<file path="src/axi_mem_settings.svh">
`ifndef AXI_MEM_SETTINGS_SVH
`define AXI_MEM_SETTINGS_SVH

// byte address width of both masters and the shared port
`define AXI_ADDR_W 32

// data bus width, one strobe bit per byte
`define AXI_DATA_W 32
`define AXI_STRB_W (`AXI_DATA_W / 8)

// sram depth in 32-bit words
`define MEM_WORDS 256

// cycles from address accept to response valid
`define MEM_LATENCY 3

`endif
</file>
<file path="src/axi_mem_pkg.sv">
package axi_mem_pkg;

	// owner of the shared memory port
	typedef enum logic [1:0] {
		ARB_IDLE      = 2'd0,
		ARB_BUSY_DATA = 2'd1, // load/store master holds the port
		ARB_BUSY_INST = 2'd2  // fetch master holds the port
	} arb_state_e;

	// subset of the AXI response codes
	typedef enum logic [1:0] {
		RESP_OKAY   = 2'd0,
		RESP_SLVERR = 2'd2
	} axi_resp_e;

endpackage

</file>
<file path="src/axi_lite_if.sv">
`include "axi_mem_settings.svh"

interface axi_lite_if import axi_mem_pkg::*; ();

	// read address
	logic [`AXI_ADDR_W-1:0] ar_addr;
	logic ar_valid;
	logic ar_ready;

	// read data
	logic [`AXI_DATA_W-1:0] r_data;
	axi_resp_e r_resp;
	logic r_valid;
	logic r_ready;

	// write address
	logic [`AXI_ADDR_W-1:0] aw_addr;
	logic aw_valid;
	logic aw_ready;

	// write data
	logic [`AXI_DATA_W-1:0] w_data;
	logic [`AXI_STRB_W-1:0] w_strb;
	logic w_valid;
	logic w_ready;

	// write response
	axi_resp_e b_resp;
	logic b_valid;
	logic b_ready;

	modport manager (
		output ar_addr, ar_valid, input ar_ready,
		input r_data, r_resp, r_valid, output r_ready,
		output aw_addr, aw_valid, input aw_ready,
		output w_data, w_strb, w_valid, input w_ready,
		input b_resp, b_valid, output b_ready
	);

	modport subordinate (
		input ar_addr, ar_valid, output ar_ready,
		output r_data, r_resp, r_valid, input r_ready,
		input aw_addr, aw_valid, output aw_ready,
		input w_data, w_strb, w_valid, output w_ready,
		output b_resp, b_valid, input b_ready
	);

endinterface

</file>
<file path="src/axi_mem_arbiter.sv">
module axi_mem_arbiter import axi_mem_pkg::*; (
	input  logic            clk,
	input  logic            rst,
	axi_lite_if.subordinate inst_s,
	axi_lite_if.subordinate data_s,
	axi_lite_if.manager     mem_m
);

	arb_state_e state;
	arb_state_e state_nxt;
	logic idle;
	logic wr_req;
	logic sel_wr;
	logic sel_drd;
	logic sel_inst;
	logic addr_done;
	logic resp_done;

	assign idle = (state == ARB_IDLE);
	assign wr_req = data_s.aw_valid & data_s.w_valid; // aw and w must arrive together

	// fixed priority: data write, data read, fetch
	assign sel_wr = idle & wr_req;
	assign sel_drd = idle & !wr_req & data_s.ar_valid;
	assign sel_inst = idle & !wr_req & !data_s.ar_valid & inst_s.ar_valid;

	// address phase goes straight through, no added cycle
	assign mem_m.ar_addr = sel_inst ? inst_s.ar_addr : data_s.ar_addr;
	assign mem_m.ar_valid = sel_drd | sel_inst;
	assign mem_m.aw_addr = data_s.aw_addr;
	assign mem_m.aw_valid = sel_wr;
	assign mem_m.w_data = data_s.w_data;
	assign mem_m.w_strb = data_s.w_strb;
	assign mem_m.w_valid = sel_wr;

	// only the winner sees ready, losers keep waiting
	assign data_s.ar_ready = sel_drd & mem_m.ar_ready;
	assign data_s.aw_ready = sel_wr & mem_m.aw_ready;
	assign data_s.w_ready = sel_wr & mem_m.w_ready;
	assign inst_s.ar_ready = sel_inst & mem_m.ar_ready;

	// response payload is shared, valid goes to the owner only
	assign data_s.r_data = mem_m.r_data;
	assign data_s.r_resp = mem_m.r_resp;
	assign data_s.r_valid = (state == ARB_BUSY_DATA) & mem_m.r_valid;
	assign data_s.b_resp = mem_m.b_resp;
	assign data_s.b_valid = (state == ARB_BUSY_DATA) & mem_m.b_valid;
	assign inst_s.r_data = mem_m.r_data;
	assign inst_s.r_resp = mem_m.r_resp;
	assign inst_s.r_valid = (state == ARB_BUSY_INST) & mem_m.r_valid;

	assign mem_m.r_ready = (state == ARB_BUSY_DATA) ? data_s.r_ready :
		(state == ARB_BUSY_INST) ? inst_s.r_ready : 1'b0;
	assign mem_m.b_ready = (state == ARB_BUSY_DATA) & data_s.b_ready;

	// fetch port is read-only
	assign inst_s.aw_ready = 1'b0;
	assign inst_s.w_ready = 1'b0;
	assign inst_s.b_valid = 1'b0;
	assign inst_s.b_resp = RESP_OKAY;

	assign addr_done = (mem_m.ar_valid & mem_m.ar_ready) |
		(mem_m.aw_valid & mem_m.aw_ready & mem_m.w_ready);
	assign resp_done = (mem_m.r_valid & mem_m.r_ready) | (mem_m.b_valid & mem_m.b_ready);

	always_comb begin
		state_nxt = state;
		case (state)
			ARB_IDLE: begin
				if (addr_done) begin
					if (sel_inst)
						state_nxt = ARB_BUSY_INST;
					else
						state_nxt = ARB_BUSY_DATA;
				end
			end
			ARB_BUSY_DATA, ARB_BUSY_INST: begin
				if (resp_done) // any response code ends the lock
					state_nxt = ARB_IDLE;
			end
			default: state_nxt = ARB_IDLE;
		endcase
	end

	always_ff @(posedge clk) begin
		if (rst)
			state <= ARB_IDLE;
		else
			state <= state_nxt;
	end

	// fetch master gets a response only after its own address was taken
	a_inst_r_owner: assert property (@(posedge clk) disable iff (rst)
		inst_s.r_valid |-> state == ARB_BUSY_INST &&
			($past(state) == ARB_BUSY_INST || $past(inst_s.ar_valid && inst_s.ar_ready)));

	// an address is only offered while arbiter and memory are both idle
	a_no_addr_busy: assert property (@(posedge clk) disable iff (rst)
		(mem_m.ar_valid || mem_m.aw_valid || mem_m.w_valid) |-> idle && mem_m.ar_ready);

endmodule

</file>
<file path="src/flat_wrapper.sv">
// flat-port wrapper written by rule: the top's interface ports become plain ports
module axi_mem_arbiter_flat import axi_mem_pkg::*;
  (clk, rst, inst_s_ar_addr, inst_s_ar_valid, inst_s_ar_ready, inst_s_r_data, inst_s_r_resp, inst_s_r_valid, inst_s_r_ready, inst_s_aw_addr, inst_s_aw_valid, inst_s_aw_ready, inst_s_w_data, inst_s_w_strb, inst_s_w_valid, inst_s_w_ready, inst_s_b_resp, inst_s_b_valid, inst_s_b_ready, data_s_ar_addr, data_s_ar_valid, data_s_ar_ready, data_s_r_data, data_s_r_resp, data_s_r_valid, data_s_r_ready, data_s_aw_addr, data_s_aw_valid, data_s_aw_ready, data_s_w_data, data_s_w_strb, data_s_w_valid, data_s_w_ready, data_s_b_resp, data_s_b_valid, data_s_b_ready, mem_m_ar_addr, mem_m_ar_valid, mem_m_ar_ready, mem_m_r_data, mem_m_r_resp, mem_m_r_valid, mem_m_r_ready, mem_m_aw_addr, mem_m_aw_valid, mem_m_aw_ready, mem_m_w_data, mem_m_w_strb, mem_m_w_valid, mem_m_w_ready, mem_m_b_resp, mem_m_b_valid, mem_m_b_ready);
  axi_lite_if inst_s_i ();
  axi_lite_if data_s_i ();
  axi_lite_if mem_m_i ();
  input  logic clk;
  input  logic rst;
  input wire logic [$bits(inst_s_i.ar_addr)-1:0] inst_s_ar_addr;
  input wire logic [$bits(inst_s_i.ar_valid)-1:0] inst_s_ar_valid;
  output wire logic [$bits(inst_s_i.ar_ready)-1:0] inst_s_ar_ready;
  output wire logic [$bits(inst_s_i.r_data)-1:0] inst_s_r_data;
  output wire logic [$bits(inst_s_i.r_resp)-1:0] inst_s_r_resp;
  output wire logic [$bits(inst_s_i.r_valid)-1:0] inst_s_r_valid;
  input wire logic [$bits(inst_s_i.r_ready)-1:0] inst_s_r_ready;
  input wire logic [$bits(inst_s_i.aw_addr)-1:0] inst_s_aw_addr;
  input wire logic [$bits(inst_s_i.aw_valid)-1:0] inst_s_aw_valid;
  output wire logic [$bits(inst_s_i.aw_ready)-1:0] inst_s_aw_ready;
  input wire logic [$bits(inst_s_i.w_data)-1:0] inst_s_w_data;
  input wire logic [$bits(inst_s_i.w_strb)-1:0] inst_s_w_strb;
  input wire logic [$bits(inst_s_i.w_valid)-1:0] inst_s_w_valid;
  output wire logic [$bits(inst_s_i.w_ready)-1:0] inst_s_w_ready;
  output wire logic [$bits(inst_s_i.b_resp)-1:0] inst_s_b_resp;
  output wire logic [$bits(inst_s_i.b_valid)-1:0] inst_s_b_valid;
  input wire logic [$bits(inst_s_i.b_ready)-1:0] inst_s_b_ready;
  input wire logic [$bits(data_s_i.ar_addr)-1:0] data_s_ar_addr;
  input wire logic [$bits(data_s_i.ar_valid)-1:0] data_s_ar_valid;
  output wire logic [$bits(data_s_i.ar_ready)-1:0] data_s_ar_ready;
  output wire logic [$bits(data_s_i.r_data)-1:0] data_s_r_data;
  output wire logic [$bits(data_s_i.r_resp)-1:0] data_s_r_resp;
  output wire logic [$bits(data_s_i.r_valid)-1:0] data_s_r_valid;
  input wire logic [$bits(data_s_i.r_ready)-1:0] data_s_r_ready;
  input wire logic [$bits(data_s_i.aw_addr)-1:0] data_s_aw_addr;
  input wire logic [$bits(data_s_i.aw_valid)-1:0] data_s_aw_valid;
  output wire logic [$bits(data_s_i.aw_ready)-1:0] data_s_aw_ready;
  input wire logic [$bits(data_s_i.w_data)-1:0] data_s_w_data;
  input wire logic [$bits(data_s_i.w_strb)-1:0] data_s_w_strb;
  input wire logic [$bits(data_s_i.w_valid)-1:0] data_s_w_valid;
  output wire logic [$bits(data_s_i.w_ready)-1:0] data_s_w_ready;
  output wire logic [$bits(data_s_i.b_resp)-1:0] data_s_b_resp;
  output wire logic [$bits(data_s_i.b_valid)-1:0] data_s_b_valid;
  input wire logic [$bits(data_s_i.b_ready)-1:0] data_s_b_ready;
  output wire logic [$bits(mem_m_i.ar_addr)-1:0] mem_m_ar_addr;
  output wire logic [$bits(mem_m_i.ar_valid)-1:0] mem_m_ar_valid;
  input wire logic [$bits(mem_m_i.ar_ready)-1:0] mem_m_ar_ready;
  input wire logic [$bits(mem_m_i.r_data)-1:0] mem_m_r_data;
  input wire logic [$bits(mem_m_i.r_resp)-1:0] mem_m_r_resp;
  input wire logic [$bits(mem_m_i.r_valid)-1:0] mem_m_r_valid;
  output wire logic [$bits(mem_m_i.r_ready)-1:0] mem_m_r_ready;
  output wire logic [$bits(mem_m_i.aw_addr)-1:0] mem_m_aw_addr;
  output wire logic [$bits(mem_m_i.aw_valid)-1:0] mem_m_aw_valid;
  input wire logic [$bits(mem_m_i.aw_ready)-1:0] mem_m_aw_ready;
  output wire logic [$bits(mem_m_i.w_data)-1:0] mem_m_w_data;
  output wire logic [$bits(mem_m_i.w_strb)-1:0] mem_m_w_strb;
  output wire logic [$bits(mem_m_i.w_valid)-1:0] mem_m_w_valid;
  input wire logic [$bits(mem_m_i.w_ready)-1:0] mem_m_w_ready;
  input wire logic [$bits(mem_m_i.b_resp)-1:0] mem_m_b_resp;
  input wire logic [$bits(mem_m_i.b_valid)-1:0] mem_m_b_valid;
  output wire logic [$bits(mem_m_i.b_ready)-1:0] mem_m_b_ready;
  assign inst_s_i.ar_addr = inst_s_ar_addr;
  assign inst_s_i.ar_valid = inst_s_ar_valid;
  assign inst_s_ar_ready = inst_s_i.ar_ready;
  assign inst_s_r_data = inst_s_i.r_data;
  assign inst_s_r_resp = inst_s_i.r_resp;
  assign inst_s_r_valid = inst_s_i.r_valid;
  assign inst_s_i.r_ready = inst_s_r_ready;
  assign inst_s_i.aw_addr = inst_s_aw_addr;
  assign inst_s_i.aw_valid = inst_s_aw_valid;
  assign inst_s_aw_ready = inst_s_i.aw_ready;
  assign inst_s_i.w_data = inst_s_w_data;
  assign inst_s_i.w_strb = inst_s_w_strb;
  assign inst_s_i.w_valid = inst_s_w_valid;
  assign inst_s_w_ready = inst_s_i.w_ready;
  assign inst_s_b_resp = inst_s_i.b_resp;
  assign inst_s_b_valid = inst_s_i.b_valid;
  assign inst_s_i.b_ready = inst_s_b_ready;
  assign data_s_i.ar_addr = data_s_ar_addr;
  assign data_s_i.ar_valid = data_s_ar_valid;
  assign data_s_ar_ready = data_s_i.ar_ready;
  assign data_s_r_data = data_s_i.r_data;
  assign data_s_r_resp = data_s_i.r_resp;
  assign data_s_r_valid = data_s_i.r_valid;
  assign data_s_i.r_ready = data_s_r_ready;
  assign data_s_i.aw_addr = data_s_aw_addr;
  assign data_s_i.aw_valid = data_s_aw_valid;
  assign data_s_aw_ready = data_s_i.aw_ready;
  assign data_s_i.w_data = data_s_w_data;
  assign data_s_i.w_strb = data_s_w_strb;
  assign data_s_i.w_valid = data_s_w_valid;
  assign data_s_w_ready = data_s_i.w_ready;
  assign data_s_b_resp = data_s_i.b_resp;
  assign data_s_b_valid = data_s_i.b_valid;
  assign data_s_i.b_ready = data_s_b_ready;
  assign mem_m_ar_addr = mem_m_i.ar_addr;
  assign mem_m_ar_valid = mem_m_i.ar_valid;
  assign mem_m_i.ar_ready = mem_m_ar_ready;
  assign mem_m_i.r_data = mem_m_r_data;
  assign mem_m_i.r_resp = mem_m_r_resp;
  assign mem_m_i.r_valid = mem_m_r_valid;
  assign mem_m_r_ready = mem_m_i.r_ready;
  assign mem_m_aw_addr = mem_m_i.aw_addr;
  assign mem_m_aw_valid = mem_m_i.aw_valid;
  assign mem_m_i.aw_ready = mem_m_aw_ready;
  assign mem_m_w_data = mem_m_i.w_data;
  assign mem_m_w_strb = mem_m_i.w_strb;
  assign mem_m_w_valid = mem_m_i.w_valid;
  assign mem_m_i.w_ready = mem_m_w_ready;
  assign mem_m_i.b_resp = mem_m_b_resp;
  assign mem_m_i.b_valid = mem_m_b_valid;
  assign mem_m_b_ready = mem_m_i.b_ready;
  axi_mem_arbiter u_core (.clk(clk), .rst(rst), .inst_s(inst_s_i), .data_s(data_s_i), .mem_m(mem_m_i));
endmodule
</file>
<file path="config.mk">
export PLATFORM = sky130hd
export DESIGN_NAME = axi_mem_arbiter_flat
export DESIGN_NICKNAME = d
export VERILOG_FILES = /design/src/axi_mem_pkg.sv /design/src/axi_lite_if.sv /design/src/axi_mem_arbiter.sv /design/src/flat_wrapper.sv
export VERILOG_INCLUDE_DIRS = /design/src
export SDC_FILE = /design/constraint.sdc
export NUM_CORES = 1
export LEC_CHECK = 0
export BUFFER_PORTS_ARGS = -buffer_cell sky130_fd_sc_hd__buf_4
export CAP_MARGIN = 20
export CORE_AREA = 2 2 170 172
export DETAILED_ROUTE_END_ITERATION = 10
export DIE_AREA = 0 0 172 174
export PLACE_DENSITY = 0.31
export SLEW_MARGIN = 20
export SYNTH_ARGS = -nofsm -noshare
export SYNTH_HDL_FRONTEND = slang
export SYNTH_SLANG_ARGS = --single-unit
</file>
<file path="constraint.sdc">
create_clock -name clk -period 1.3 [get_ports clk]
set_input_delay 0 -clock clk [delete_from_list [all_inputs] [get_ports clk]]
set_output_delay 0 -clock clk [all_outputs]
set_load 0.01 [all_outputs]
</file>
==> flow_summary.toml, run 1 <==
[run_status]
outcome = "complete, but fails checks"
violations = "negative setup slack"

[yosys]
synth_async_sr_flop_share_pct = 0
postSynthCellCount = 218
synth-edff-count = 0
yosysSeqAreaShare_pct = 2.115
synthesis.area_mm2 = 0.001893
synthesis.yosys.warnings = 0
yosys.cell_types.count = 26
syn_avg_cell_area_um2 = 8.684
ys_ff_latch = 2
synth_compound_gate_area_share_pct = 2.644
post_synth_simple_gate_area_pct = 7.667
synthMuxAreaShare_pct = 25.91
yosys.area_share.xor_xnor_pct = 0
synth_top_family_by_area = "buffers and inverters"
ys.flop_type = "sky130_fd_sc_hd__dfxtp_1"
adder_and_majority_cell_fraction_of_the_synthesized_area_pct = 1.983

[finish]
multi_input_area_um2 = 789.5
area_delta_synth_final_pct = 38.60
layout_top_registers = "u_core.state: 2 flops"
final_nets = 475
register_with_the_most_flip_flops = "u_core.state"
largest_register_ff_count = 2
mostFrequentLayoutCell = "sky130_fd_sc_hd__buf_4"
final-seq-area_um2 = 45.04
final-instance-count-excl-fill = 601
mostFrequentLayoutCells = "sky130_fd_sc_hd__buf_4, sky130_fd_sc_hd__mux2_4, sky130_fd_sc_hd__buf_6"
post_route_cells_drive_above_1_share_pct = 88.48
antenna_cells_inserted = 0
finish.utilization_pct = 9.292
filler_cells_inserted = 3324

[power]
power_switching_share_pct = 30.67
total_switching_power_w = 0.0006350
vdd_drop_max_uv = 243.4
power_frac_clock_pct = 22.3
share_seq_of_total_power_pct = 4.8
comb_power_share_pct = 72.9
leakagePower_nw = 1.212
internal_power_w = 0.001435
power_density_mw_per_mm2 = 789.1

[sta]
finalWorstSetupSlack_ns = -0.3010
clock_skew_ns = 0.0002046
timing.final.setup_violations = 46
hold-worst-slack_ns = 0.000003899
final.period_utilization_pct = 123.2
finalMaxSlewViolations = 0
min_period_ns = 1.601
fmax_mhz = 624.6
finalHoldViolations = 0
rsz0062_at_grt = "yes"

[setup_path]
setup_cp_type = "flop to flop"
worstPathBufferInverterCount = 1
start_kind = "flop"
critical_path.max_stage_delay_ns = 0.34
crit_path_end_kind = "flop"
worst_path_dominant_cell_family = "flip-flops"
worst_path_max_delay_cell = "sky130_fd_sc_hd__dfxtp_4"
crit_arrival_ns = 1.70
critical_path.max_fanout = 2
required_ns = 1.40
timing.reg2reg.setup_slack_ns = -0.30
critical_path_depth = 5
cp_cell_sequence = "buf_4, ha_4, nand4b_1, a32o_2, mux2_4"
reg2reg_depth = 5

[placed_design]
dp.cells = 587
detailed_place_hpwl_um = 4501
pre_cts_ws_ns = -0.2171
place.port_buffers = 121
place.gp.congestion = 0.7282

[cts]
cts_tree = "built"
cts_h_tree_depth = 1
cts_root_buffer = "sky130_fd_sc_hd__clkbuf_16"
number_of_hold_buffers_added_after_cts = 0
cts.sinks = 2
worstSkewPairLatency_ns = 0.22
cts_buffer_count = 3
clk_pin_slew_ns = 0.03
cts-root-to-sink-buffers = 2

[flow_run]
max_cap_violations = 0

[routing]
detailed_routing_iteration_count_for_the_pre_antenna_repair_pass = 3
finalWirelength_um = 5412
initial_drc_count = 15
route.detailed.wl_per_inst_um = 9.005
detail-route-antenna-nets = 0
route.detailed.drc = 0
route.vias.total = 1258
routed_via_density = 2.093

[hold_path]
hold_depth = 0
min-delay-path-class = "primary input to primary output"

[floorplan]
die_width_um = 172
die-area_mm2 = 0.02993
die-height_um = 174
ios = 440
core_area_mm2 = 0.02824
std_cell_rows = 62
initial_utilization_pct = 6.704

[grt]
antenna_found_initial = 0
globalRoute.busiestLayer = "met2"
track_usage_pct = 3.466
grt.met3_usage_pct = 1.480
met2_usage_pct = 6.325
grt_remaining_overflow = 0
grt_max_degree = 13
grt_first_pass_wirelength_um = 7803
grt_pass1_vias = 1478
grt_util_met1_pct = 3.193
-- cells in the mapped netlist (2+ instances only) --
cell type | number | area share (%)
sky130_fd_sc_hd__buf_6 | 3 | 1.8
sky130_fd_sc_hd__dfxtp_1 | 2 | 2.1
sky130_fd_sc_hd__nor2_1 | 3 | 0.59
sky130_fd_sc_hd__mux2_4 | 29 | 23
sky130_fd_sc_hd__mux2_2 | 4 | 2.4
sky130_fd_sc_hd__buf_4 | 144 | 57
sky130_fd_sc_hd__ha_1 | 3 | 2.0
sky130_fd_sc_hd__inv_1 | 3 | 0.59
sky130_fd_sc_hd__nand2_1 | 5 | 0.99
sky130_fd_sc_hd__and2_1 | 6 | 2.0
-- final cells by class --
| type | count | share of cell area, % |
|---|---|---|
| clock buffers | 3 | 2.861 |
| inverters | 3 | 0.6199 |
| multi-input cells | 70 | 30.09 |
| well taps | 384 | 18.31 |
| repair buffers | 139 | 46.40 |
| flip-flops and latches | 2 | 1.717 |
-- worst register-to-register path, cell delays in order, from the launching register on --
cell and delay, ns:
sky130_fd_sc_hd__dfxtp_4 0.34, sky130_fd_sc_hd__buf_4 0.14, sky130_fd_sc_hd__ha_4 0.15, sky130_fd_sc_hd__nand4b_1 0.25, sky130_fd_sc_hd__a32o_2 0.32, sky130_fd_sc_hd__mux2_4 0.29
-- power groups by stage --
stage,clock network (W),registers (W),logic [W]
4_1_cts,0.000467,0.0000985,0.00150
3_3_place_gp,0,0.0000991,0.00120
5_1_grt,0.000477,0.000101,0.00163
2_1_floorplan,0,0.0000958,0.00105
6_report,0.000461,0.0000996,0.00151
3_5_place_dp,0,0.0000984,0.00121
-- per-layer routing --
metal | wire, um | vias up
li1 | - | 550
met1 | 1601 | 551
met2 | 2921 | 129
met3 | 688 | 28
met4 | 201 | 0
met5 | 0 | -
-- metrics by stage --
| step | power [W] | cell area (um^2) | TNS [ns] |
|---|---|---|---|
| after floorplan | 0.001141 | 1926 | -0.05583 |
| after global placement | 0.001297 | 2265 | -3.797 |
| after detailed placement | 0.001305 | 2265 | -4.447 |
| after CTS | 0.002071 | 2610 | -10.37 |
| after global routing | 0.002210 | 2624 | -12.55 |
| final | 0.002070 | 2624 | -10.29 |
-- worst paths after layout --
| check | end | from |
|---|---|---|
| worst min-delay path | mem_m_w_data[16] | data_s_w_data[16] |
| worst max register to register | u_core.state[1] | u_core.state[0] |
| worst min register to register | u_core.state[0] | u_core.state[0] |
| worst max-delay path | u_core.state[1] | u_core.state[0] |
-- logic make-up (layout without fill, tap and decap cells) --
logic type | count (synthesis) | count (layout)
other cells | 1 | 5
simple gates | 22 | 22
fa+ha+maj | 3 | 3
compound gates | 6 | 6
flops | 2 | 2
mux | 34 | 34
buf+inv | 150 | 145
-- timing repair --
item,in CTS,in global routing
setup buffers,8,2
gates resized for setup,39,5
setup endpoints to repair,43,46
pin swaps,2,4
cloned,2,0
Note: power is estimated with default switching activity, not from simulation.
==> run 2: changes to the inputs <==
- SETUP_SLACK_MARGIN: default -> 0.15
- TNS_END_PERCENT: default -> 20
==> flow_summary.toml, run 2 (synthesis gave the netlist of run 1 again) <==
[finish]
register_with_the_most_flip_flops = "u_core.state"
area_delta_synth_final_pct = 36.42
finish.utilization_pct = 9.146
post_route_cells_drive_above_1_share_pct = 87.68
largest_register_ff_count = 2
final_design_area_no_fill_mm2 = 0.002582
filler_cells_inserted = 3327
final_nets = 469
antenna_cells_inserted = 0
mostFrequentLayoutCells = "sky130_fd_sc_hd__buf_4, sky130_fd_sc_hd__mux2_4, sky130_fd_sc_hd__buf_6"
mostFrequentLayoutCell = "sky130_fd_sc_hd__buf_4"
layout_top_registers = "u_core.state: 2 flops"

[routing]
route.detailed.drc = 0
route.detailed.wl_per_inst_um = 9.025
detailed_routing_iteration_count_for_the_pre_antenna_repair_pass = 3
routed_via_density = 2.061
finalWirelength_um = 5370
route.vias.total = 1226
initial_drc_count = 9
detail-route-antenna-nets = 0

[floorplan]
die-area_mm2 = 0.02993
std_cell_rows = 62
die-height_um = 174
core_area_mm2 = 0.02824
die_width_um = 172
initial_utilization_pct = 6.704
ios = 440

[grt]
grt_remaining_overflow = 0
met2_usage_pct = 6.024
grt_max_degree = 14
globalRoute.busiestLayer = "met2"
grt_pass1_vias = 1396
antenna_found_initial = 0
track_usage_pct = 3.310
grt_util_met1_pct = 3.055
grt.met3_usage_pct = 1.366
grt_first_pass_wirelength_um = 7452

[cts]
worstSkewPairLatency_ns = 0.22
cts_tree = "built"
cts_buffer_count = 3
cts-root-to-sink-buffers = 2
cts_root_buffer = "sky130_fd_sc_hd__clkbuf_16"
cts_h_tree_depth = 1
number_of_hold_buffers_added_after_cts = 0
cts.sinks = 2
clk_pin_slew_ns = 0.03

[sta]
clock_skew_ns = 0.0004855
timing.final.setup_violations = 38
finalHoldViolations = 0
summed_negative_setup_slack_over_all_endpoints_ns = -9.365
finalMaxSlewViolations = 0
finalWorstSetupSlack_ns = -0.2829
min_period_ns = 1.583
final.period_utilization_pct = 121.8
fmax_mhz = 631.7
rsz0062_at_grt = "yes"

[placed_design]
place.port_buffers = 121
pre_cts_ws_ns = -0.2171
place.gp.congestion = 0.7282
place_area_mm2 = 0.002265
detailed_place_hpwl_um = 4501

[setup_path]
required_ns = 1.40
start_kind = "flop"
crit_arrival_ns = 1.68
cp_cell_sequence = "buf_6, ha_4, nand4b_1, a32o_2, mux2_4"
critical_path.max_fanout = 2
worst_path_max_delay_cell = "sky130_fd_sc_hd__dfxtp_4"
worstPathBufferInverterCount = 1
critical_path.max_stage_delay_ns = 0.34
crit_path_end_kind = "flop"
setup_cp_type = "flop to flop"
worst_path_dominant_cell_family = "flip-flops"

[run_status]
violations = "negative setup slack"
outcome = "complete, but fails checks"

[power]
report.power.total_w = 0.002010
vdd_drop_max_uv = 238.8
leakagePower_nw = 1.193
power_density_mw_per_mm2 = 778.2

[flow_run]
max_cap_violations = 0

[hold_path]
min-delay-path-class = "primary input to primary output"
==> run 2: cell types whose count changed in the layout (fill, tap and decap cells not counted) <==
cell	previous run	this run
sky130_fd_sc_hd__nand2_1	4	5
sky130_fd_sc_hd__mux2_2	4	2
sky130_fd_sc_hd__buf_12	2	1
sky130_fd_sc_hd__and2_1	4	3
sky130_fd_sc_hd__and2_4	2	3
sky130_fd_sc_hd__nand2_2	2	1
sky130_fd_sc_hd__mux2_4	29	31
sky130_fd_sc_hd__buf_8	0	1
sky130_fd_sc_hd__clkbuf_16	3	4
sky130_fd_sc_hd__o21ai_1	0	1
sky130_fd_sc_hd__buf_6	29	31
sky130_fd_sc_hd__o21ai_2	1	0
sky130_fd_sc_hd__buf_4	106	98
sky130_fd_sc_hd__buf_16	2	1
==> run 2: stage by stage <==
step / instances / hold WS [ns]
after floorplan: 222 / 0.08713
after global placement: 587 / 0.00006862
after detailed placement: 587 / 0.00006862
after CTS: 591 / 0.00006862
after global routing: 595 / 0.00001574
final: 595 / 0.000003899
==> run 2: path summary, 6_finish.rpt <==
kind	start	to	slack, ns	cells past startpoint
worst max-delay path	u_core.state[0]	u_core.state[1]	-0.28	5
worst min-delay path	data_s_w_data[16]	mem_m_w_data[16]	0.000004	0
worst max register to register	u_core.state[0]	u_core.state[1]	-0.28	5
worst min register to register	u_core.state[0]	u_core.state[0]	0.62	3
==> run 2: power by group <==
group	total, W	switching, W	internal (W)
Combinational	0.00145	0.000530	0.000919
Clock	0.000460	0.0000693	0.000391
Sequential	0.000101	0.0000165	0.0000845
==> run 2: cell type report <==
cell class	count	area, um^2	area share, %
clock buffers	3	75.07	2.907
well taps	384	480.5	18.60
repair buffers	133	1172	45.40
flip-flops and latches	2	45.04	1.744
multi-input cells	70	793.3	30.72
inverters	3	16.27	0.6298
==> run 2: routing by layer <==
| layer | wire length, um | vias to the layer above |
|---|---|---|
| li1 | - | 540 |
| met2 | 2864 | 127 |
| met3 | 731 | 28 |
| met4 | 201 | 0 |
| met5 | 0 | - |
| met1 | 1574 | 531 |
==> run 2: what timing repair did <==
item | in CTS | in global routing
setup endpoints to repair | 46 | 46
pin swaps | 1 | 1
resized for setup | 11 | 37
setup buffers | 0 | 3
cloned | 1 | 1
